`config.mk`:
```
export PLATFORM = sky130hd
export DESIGN_NAME = mem_stage
export DESIGN_NICKNAME = d
export VERILOG_FILES = /design/src/hw/mem_stage_pkg.sv /design/src/hw/mem_stall_ctrl.sv /design/src/hw/mem_load_align.sv /design/src/hw/mem_wb_reg.sv /design/src/hw/mem_stage.sv
export VERILOG_INCLUDE_DIRS = /design/src /design/src/include
export SDC_FILE = /design/constraint.sdc
export NUM_CORES = 1
export LEC_CHECK = 0
export ABC_AREA = 1
export ABC_CLOCK_PERIOD_IN_PS = 10800
export BUFFER_PORTS_ARGS = -buffer_cell sky130_fd_sc_hd__clkbuf_2
export CORE_AREA = 2 2 324 326
export DETAILED_ROUTE_END_ITERATION = 16
export DIE_AREA = 0 0 326 328
export PLACE_DENSITY = 0.42
export RECOVER_POWER = 25
export SLEW_MARGIN = 25
export SYNTH_ARGS = -nofsm -noshare
export SYNTH_HDL_FRONTEND = slang
export SYNTH_SLANG_ARGS = --single-unit
```
`constraint.sdc`:
```
create_clock -name clk -period 10.8 [get_ports clk]
set_input_delay 1.62 -clock clk [delete_from_list [all_inputs] [get_ports clk]]
set_output_delay 1.62 -clock clk [all_outputs]
set_load 0.02 [all_outputs]
```
`src/include/mem_stage_defines.svh`:
```
`ifndef MEM_STAGE_DEFINES_SVH
`define MEM_STAGE_DEFINES_SVH

// datapath widths
`define MEM_XLEN        32      // data and address width
`define MEM_LANES       2       // issue width
`define MEM_ALUOP_W     8
`define MEM_REG_ADDR_W  5       // general register index
`define MEM_CSR_ADDR_W  14
`define MEM_CAUSE_W     7       // one exception cause code
`define MEM_EXC_W       5       // exception flag vector

// load opcodes as decoded by the execute stage
`define ALU_LDB         8'h20   // byte, sign extended
`define ALU_LDBU        8'h21   // byte, zero extended
`define ALU_LDH         8'h22   // halfword, sign extended
`define ALU_LDHU        8'h23   // halfword, zero extended
`define ALU_LDW         8'h24
`define ALU_LLW         8'h25   // load-linked word

`endif

```
`src/hw/mem_stage_pkg.sv`:
```
`include "mem_stage_defines.svh"

package mem_stage_pkg;

    typedef enum logic [1:0] {
        LOAD_BYTE = 2'd0,
        LOAD_HALF = 2'd1,
        LOAD_WORD = 2'd2
    } load_size_e;

    // one cache word, read as bytes or as halfwords
    typedef union packed {
        logic [`MEM_XLEN/8-1:0][7:0]   bytes;
        logic [`MEM_XLEN/16-1:0][15:0] halves;
    } cache_word_u;

    typedef struct packed {
        logic       is_load;    // only set for a valid lane
        load_size_e size;
        logic       sign_ext;
    } load_ctrl_t;

    typedef struct packed {
        logic [`MEM_EXC_W-1:0]   flags;
        logic [`MEM_CAUSE_W-1:0] pc_cause;
        logic [`MEM_CAUSE_W-1:0] instbuffer_cause;
        logic [`MEM_CAUSE_W-1:0] decoder_cause;
        logic [`MEM_CAUSE_W-1:0] dispatch_cause;
        logic [`MEM_CAUSE_W-1:0] execute_cause;
    } exc_info_t;

    // one lane coming from execute
    typedef struct packed {
        logic [`MEM_XLEN-1:0]       pc;
        logic [`MEM_XLEN-1:0]       mem_addr;
        logic [`MEM_ALUOP_W-1:0]    aluop;
        logic                       reg_we;
        logic [`MEM_REG_ADDR_W-1:0] reg_addr;
        logic [`MEM_XLEN-1:0]       reg_data;   // execute result
        logic                       csr_we;
        logic [`MEM_CSR_ADDR_W-1:0] csr_addr;
        logic [`MEM_XLEN-1:0]       csr_data;
        logic                       valid;
        logic                       privilege;
        logic                       ertn;
        logic                       idle;
        logic                       llw_scw;
        exc_info_t                  exc;
    } mem_lane_t;

    // one registered lane towards writeback and commit
    typedef struct packed {
        logic                       valid;
        logic                       reg_we;
        logic [`MEM_REG_ADDR_W-1:0] reg_addr;
        logic [`MEM_XLEN-1:0]       reg_data;
        logic                       csr_we;
        logic [`MEM_CSR_ADDR_W-1:0] csr_addr;
        logic [`MEM_XLEN-1:0]       csr_data;
        logic                       llw_scw;
        logic [`MEM_XLEN-1:0]       pc;
        logic [`MEM_XLEN-1:0]       addr;
        logic                       privilege;
        logic                       ertn;
        logic                       idle;
        exc_info_t                  exc;
    } wb_lane_t;

endpackage

```
`src/hw/mem_stall_ctrl.sv`:
```
`timescale 1ns/1ps
`include "mem_stage_defines.svh"

module mem_stall_ctrl (
    input  mem_stage_pkg::mem_lane_t  [`MEM_LANES-1:0] lanes_i,
    input  logic                                       dcache_data_ok_i,
    output mem_stage_pkg::load_ctrl_t [`MEM_LANES-1:0] load_ctrl_o,
    output logic                                       advance_o,
    output logic                                       pause_mem_o
);
    import mem_stage_pkg::*;

    logic [`MEM_LANES-1:0] lane_wait;   // valid load still waiting on the cache
    logic [`MEM_LANES-1:0] lane_exc;

    always_comb begin
        for (int i = 0; i < `MEM_LANES; i++) begin
            load_ctrl_o[i] = '{is_load: 1'b0, size: LOAD_WORD, sign_ext: 1'b0};
            case (lanes_i[i].aluop)
                `ALU_LDB: begin
                    load_ctrl_o[i] = '{lanes_i[i].valid, LOAD_BYTE, 1'b1};
                end
                `ALU_LDBU: begin
                    load_ctrl_o[i] = '{lanes_i[i].valid, LOAD_BYTE, 1'b0};
                end
                `ALU_LDH: begin
                    load_ctrl_o[i] = '{lanes_i[i].valid, LOAD_HALF, 1'b1};
                end
                `ALU_LDHU: begin
                    load_ctrl_o[i] = '{lanes_i[i].valid, LOAD_HALF, 1'b0};
                end
                `ALU_LDW, `ALU_LLW: begin
                    load_ctrl_o[i] = '{lanes_i[i].valid, LOAD_WORD, 1'b0};
                end
                default: begin
                    load_ctrl_o[i] = '{is_load: 1'b0, size: LOAD_WORD, sign_ext: 1'b0};
                end
            endcase
        end
    end

    always_comb begin
        for (int i = 0; i < `MEM_LANES; i++) begin
            lane_wait[i] = load_ctrl_o[i].is_load & ~dcache_data_ok_i;
            lane_exc[i]  = |lanes_i[i].exc.flags;
        end
    end

    // an excepting lane flushes the pipe, so never hold it
    assign pause_mem_o = (|lane_wait) & ~(|lane_exc);
    assign advance_o   = ~pause_mem_o;

endmodule

```
`src/hw/mem_load_align.sv`:
```
`timescale 1ns/1ps
`include "mem_stage_defines.svh"

module mem_load_align (
    input  mem_stage_pkg::load_ctrl_t  load_ctrl_i,
    input  logic [1:0]                 addr_offset_i,
    input  logic [`MEM_XLEN-1:0]       exe_data_i,
    input  mem_stage_pkg::cache_word_u cache_word_i,
    output logic [`MEM_XLEN-1:0]       wb_data_o
);
    import mem_stage_pkg::*;

    logic [7:0]           sel_byte;
    logic [15:0]          sel_half;
    logic                 half_aligned;
    logic                 byte_sign;
    logic                 half_sign;
    logic [`MEM_XLEN-1:0] byte_ext;
    logic [`MEM_XLEN-1:0] half_ext;

    assign sel_byte     = cache_word_i.bytes[addr_offset_i];
    assign half_aligned = ~addr_offset_i[0];   // offsets 0 and 2 only
    assign sel_half     = half_aligned ? cache_word_i.halves[addr_offset_i[1]] : 16'h0000;

    assign byte_sign = load_ctrl_i.sign_ext & sel_byte[7];
    assign half_sign = load_ctrl_i.sign_ext & sel_half[15];

    assign byte_ext = {{(`MEM_XLEN-8){byte_sign}}, sel_byte};
    assign half_ext = {{(`MEM_XLEN-16){half_sign}}, sel_half};

    always_comb begin
        if (!load_ctrl_i.is_load) begin
            wb_data_o = exe_data_i;   // alu result goes straight through
        end else begin
            case (load_ctrl_i.size)
                LOAD_BYTE: begin
                    wb_data_o = byte_ext;
                end
                LOAD_HALF: begin
                    wb_data_o = half_ext;
                end
                default: begin
                    wb_data_o = cache_word_i;   // ld.w and ll.w
                end
            endcase
        end
    end

endmodule

```
`src/hw/mem_wb_reg.sv`:
```
`timescale 1ns/1ps
`include "mem_stage_defines.svh"

module mem_wb_reg (
    input  logic                                       clk,
    input  logic                                       reset_i,
    input  logic                                       advance_i,
    input  mem_stage_pkg::mem_lane_t [`MEM_LANES-1:0]  lanes_i,
    input  logic [`MEM_LANES-1:0][`MEM_XLEN-1:0]       wb_data_i,
    output mem_stage_pkg::wb_lane_t  [`MEM_LANES-1:0]  wb_lanes_o
);
    import mem_stage_pkg::*;

    wb_lane_t [`MEM_LANES-1:0] next_lanes;

    always_comb begin
        for (int i = 0; i < `MEM_LANES; i++) begin
            next_lanes[i].valid     = lanes_i[i].valid;
            next_lanes[i].reg_we    = lanes_i[i].reg_we;
            next_lanes[i].reg_addr  = lanes_i[i].reg_addr;
            next_lanes[i].reg_data  = wb_data_i[i];   // aligned load or alu result
            next_lanes[i].csr_we    = lanes_i[i].csr_we;
            next_lanes[i].csr_addr  = lanes_i[i].csr_addr;
            next_lanes[i].csr_data  = lanes_i[i].csr_data;
            next_lanes[i].llw_scw   = lanes_i[i].llw_scw;
            next_lanes[i].pc        = lanes_i[i].pc;
            next_lanes[i].addr      = lanes_i[i].mem_addr;
            next_lanes[i].privilege = lanes_i[i].privilege;
            next_lanes[i].ertn      = lanes_i[i].ertn;
            next_lanes[i].idle      = lanes_i[i].idle;
            next_lanes[i].exc       = lanes_i[i].exc;
            if (!advance_i) begin   // bubble while waiting on the cache
                next_lanes[i].valid   = 1'b0;
                next_lanes[i].reg_we  = 1'b0;
                next_lanes[i].csr_we  = 1'b0;
                next_lanes[i].llw_scw = 1'b0;
            end
        end
    end

    always_ff @(posedge clk) begin
        if (reset_i) begin
            for (int i = 0; i < `MEM_LANES; i++) begin
                wb_lanes_o[i].valid   <= 1'b0;
                wb_lanes_o[i].reg_we  <= 1'b0;
                wb_lanes_o[i].csr_we  <= 1'b0;
                wb_lanes_o[i].llw_scw <= 1'b0;
            end
        end else begin
            wb_lanes_o <= next_lanes;
        end
    end

endmodule

```
`src/hw/mem_stage.sv`:
```
`timescale 1ns/1ps
`include "mem_stage_defines.svh"

module mem_stage (
    input  logic                                       clk,
    input  logic                                       reset_i,
    input  mem_stage_pkg::mem_lane_t [`MEM_LANES-1:0]  lanes_i,
    input  mem_stage_pkg::cache_word_u                 dcache_rdata_i,
    input  logic                                       dcache_data_ok_i,   // level, word valid
    output mem_stage_pkg::wb_lane_t  [`MEM_LANES-1:0]  wb_lanes_o,
    output logic                                       pause_mem_o
);
    import mem_stage_pkg::*;

    load_ctrl_t [`MEM_LANES-1:0]          load_ctrl;
    logic [`MEM_LANES-1:0][`MEM_XLEN-1:0] wb_data;
    logic                                 advance;

    mem_stall_ctrl u_stall_ctrl (
        .lanes_i          (lanes_i),
        .dcache_data_ok_i (dcache_data_ok_i),
        .load_ctrl_o      (load_ctrl),
        .advance_o        (advance),
        .pause_mem_o      (pause_mem_o)
    );

    // one aligner per lane, both see the same cache word
    for (genvar g = 0; g < `MEM_LANES; g++) begin : g_align
        mem_load_align u_load_align (
            .load_ctrl_i   (load_ctrl[g]),
            .addr_offset_i (lanes_i[g].mem_addr[1:0]),
            .exe_data_i    (lanes_i[g].reg_data),
            .cache_word_i  (dcache_rdata_i),
            .wb_data_o     (wb_data[g])
        );
    end

    mem_wb_reg u_wb_reg (
        .clk        (clk),
        .reset_i    (reset_i),
        .advance_i  (advance),
        .lanes_i    (lanes_i),
        .wb_data_i  (wb_data),
        .wb_lanes_o (wb_lanes_o)
    );

endmodule

```
==> impl_results.md <==
- Result of the run: complete, no violations
- Number of standard-cell rows in the floorplan: 118
- Count of unique library cells instantiated by Yosys: 25
- Register bank with the most flops: u_wb_reg.wb_lanes_o
- Max IR drop VDD: 0.127 mV
- Worst setup endpoint: pause_mem_o
- GRT Residual Overflow: 0
- Buffer count from post-CTS setup fixing: 0
- First element of the critical path: lanes_i[336]
- Synthesized net count: 1442
- Total of max-cap violations: 0
- CTS-repair resized insts: 0
- CP Data Required Time: 9180 ps
- Yosys warning total: 0
- Power density over cell area: 183 mW/mm²
- Final instance area: 0.0215 mm²
- All-layer global routing usage: 0.124
- Tcrit/Tclk final: 0.423
- Boundary pin count: 828
- Iteration-0 DRC count of the detailed router: 874
- Hpwl dp: 56800 µm
- Total CTS buffers: 47
- Biggest regs: u_wb_reg.wb_lanes_o (388)
- Slew at the pin with the worst max-slew slack: 999 ps
- Kind of start point of the critical path: primary input
- RSZ-0062 raised after global routing: false
- Overall die area: 0.107 mm²
- Count of endpoints failing hold in the final timing report: 0
- Worst hold slack: 1190 ps
- Gp weighted congestion: 0.864
- Maximum clock rate: 219 MHz
- Die Span X: 326 µm
- Avg Vias per Cell: 3.51
- Category of cells accounting for the largest share of critical-path delay: simple AND/OR/NAND/NOR gates
- Cell mode on critical path: sky130_fd_sc_hd__nand2_1
- Die height: 328 µm
- Initial Utilization: 0.138
- Largest net degree at the start of global routing: 117
- Synthesized cell area: 0.0142 mm²
- Worst Setup Slack, final: 6230 ps
- Tmin final: 4570 ps
- Wire length per cell after detailed routing: 21.4 µm
- Relative slew slack: 0.333
- Initial antenna violation count: 23
- Count of placed standard cells including taps: 3181
- Clock-pin slew of the registers on the worst-case setup and hold paths: 60 ps
- Global-route wire length before repair: 91900 µm
- Number of pins exceeding their max-slew limit in the final report: 0
- Fraction of the yosys area taken by sequential cells: 0.814
- Post-route ant nets: 0
- Final standard cell utilization of the core: 0.208
- IO buf count: 827
- Final layout net count: 2289
- Via count of the routed design: 11500
- Setup Total Neg Slack: 0 ps
- Largest area contributor in the netlist: sky130_fd_sc_hd__edfxtp_1
- Critical path buffer and inverter count: 5
- Type of the most critical hold path: in2reg
- Top library cells by usage in the layout, fill and taps aside: sky130_fd_sc_hd__clkbuf_2, sky130_fd_sc_hd__edfxtp_1, sky130_fd_sc_hd__nand2_1, sky130_fd_sc_hd__nor2_1, sky130_fd_sc_hd__nand3_1
- Average footprint of a synthesized cell: 14.2 µm²
- Number of H-tree levels: 2
- Core footprint: 0.103 mm²
- Critical path capture point type: output port
- Cell area after placement: 0.0200 mm²
- Most common cell after layout, fill and taps aside: sky130_fd_sc_hd__clkbuf_2
- Final std cells w/o fill: 3266
- Worst Setup Slack post-DPL: 6220 ps
- Total power of the final layout: 3.94 mW
- Via count of the first global-routing pass: 11200
- Drt drc: 0
- Logic depth of the worst setup path including buffers: 12
- Sequence of cells on the critical path: clkbuf_2 -> inv_1 -> nand2_1 -> nor2_1 -> nand3_1 -> nand2_1 -> nand2_1 -> buf_4 -> nand2_1 -> nand2_1 -> inv_1 -> clkbuf_2
- Post-CTS Hold Fix Bufs: 0
- Maximum buffer depth of the clock tree: 3
- Crit Path Class: in2out
- Share of post-route cells with drive strength above 1: 0.481
- Cell with the largest stage delay on the worst path: sky130_fd_sc_hd__buf_4
- Area share of the largest cell type after synthesis: 0.803
- Finish-stage setup viols: 0
- Gate count after technology mapping: 1003
- First-pass DRT Iterations: 5
- Flip-flop count of the largest register after layout: 388
- TritonCTS clock tree: done
- Leakage power: 9.46 nW
- Layout area overhead: 51.3%
- Critical-path maximum fanout: 42
- Total clock sinks: 388
- Worst stage delay on the critical path: 280 ps
- Clk Tree Root Cell: sky130_fd_sc_hd__clkbuf_16
- Synthesized flop and latch total: 388
- Data arrival time at the worst-slack endpoint: 2950 ps
- Total detailed-routing wirelength: 69900 µm
- Most area-consuming cells after synthesis: sky130_fd_sc_hd__edfxtp_1, sky130_fd_sc_hd__nand2_1, sky130_fd_sc_hd__nand3_1
[routing by layer]
metal | wire length [µm] | GRT usage
met5 | 102 | 0
met4 | 1590 | 0.0310
met3 | 7190 | 0.0521
met2 | 34000 | 0.209
met1 | 27000 | 0.144
[synth_stat cells, drive strengths merged]
cell	count
nor2	92
inv	50
a211oi	2
nand3	81
a21oi	22
clkinv	1
clkbuf	17
nor3b	1
buf	18
dfxtp	8
edfxtp	380
nand2	288
o21ai	39
nor3	1
nand4	2
o211ai	1
[final cells by class]
| cell class | count | area (µm²) |
|---|---|---|
| fill | 11300 | 81700 |
| antenna | 2 | 5.00 |
| tap | 1380 | 1730 |
| timing repair buffer | 833 | 4180 |
| clock inverter | 26 | 324 |
| multi-input combinational | 529 | 2260 |
| clock buffer | 57 | 1230 |
| sequential | 388 | 11600 |
| inverter | 51 | 199 |
[worst min-delay path by stage]
stage / from / cells past startpoint / end
after floorplan: lanes_i[0] / 0 / u_wb_reg.wb_lanes_o[0]$_DFFE_PN_
after global placement: lanes_i[67] / 1 / u_wb_reg.wb_lanes_o[130]$_DFFE_PN_
after detailed placement: lanes_i[215] / 1 / u_wb_reg.wb_lanes_o[207]$_DFFE_PN_
after CTS: lanes_i[284] / 1 / u_wb_reg.wb_lanes_o[339]$_DFFE_PN_
after global routing: lanes_i[161] / 1 / u_wb_reg.wb_lanes_o[66]$_DFFE_PN_
final: lanes_i[64] / 1 / u_wb_reg.wb_lanes_o[127]$_DFFE_PN_
[logic make-up (layout without fill, tap and decap cells)]
logic type,after synthesis,count (layout),synth area share
compound gates,64,64,0.0231
simple gates,465,465,0.136
flops,388,388,0.814
other cells,0,2,0
buf+inv,86,967,0.0265
[report_power, final]
part | switching, mW | total (mW) | internal [mW]
logic | 0.338 | 0.487 | 0.149
registers | 0.0429 | 1.83 | 1.79
clock network | 0.662 | 1.62 | 0.960
total | 1.04 | 3.94 | 2.90
Power figures use the tool's default switching activity.
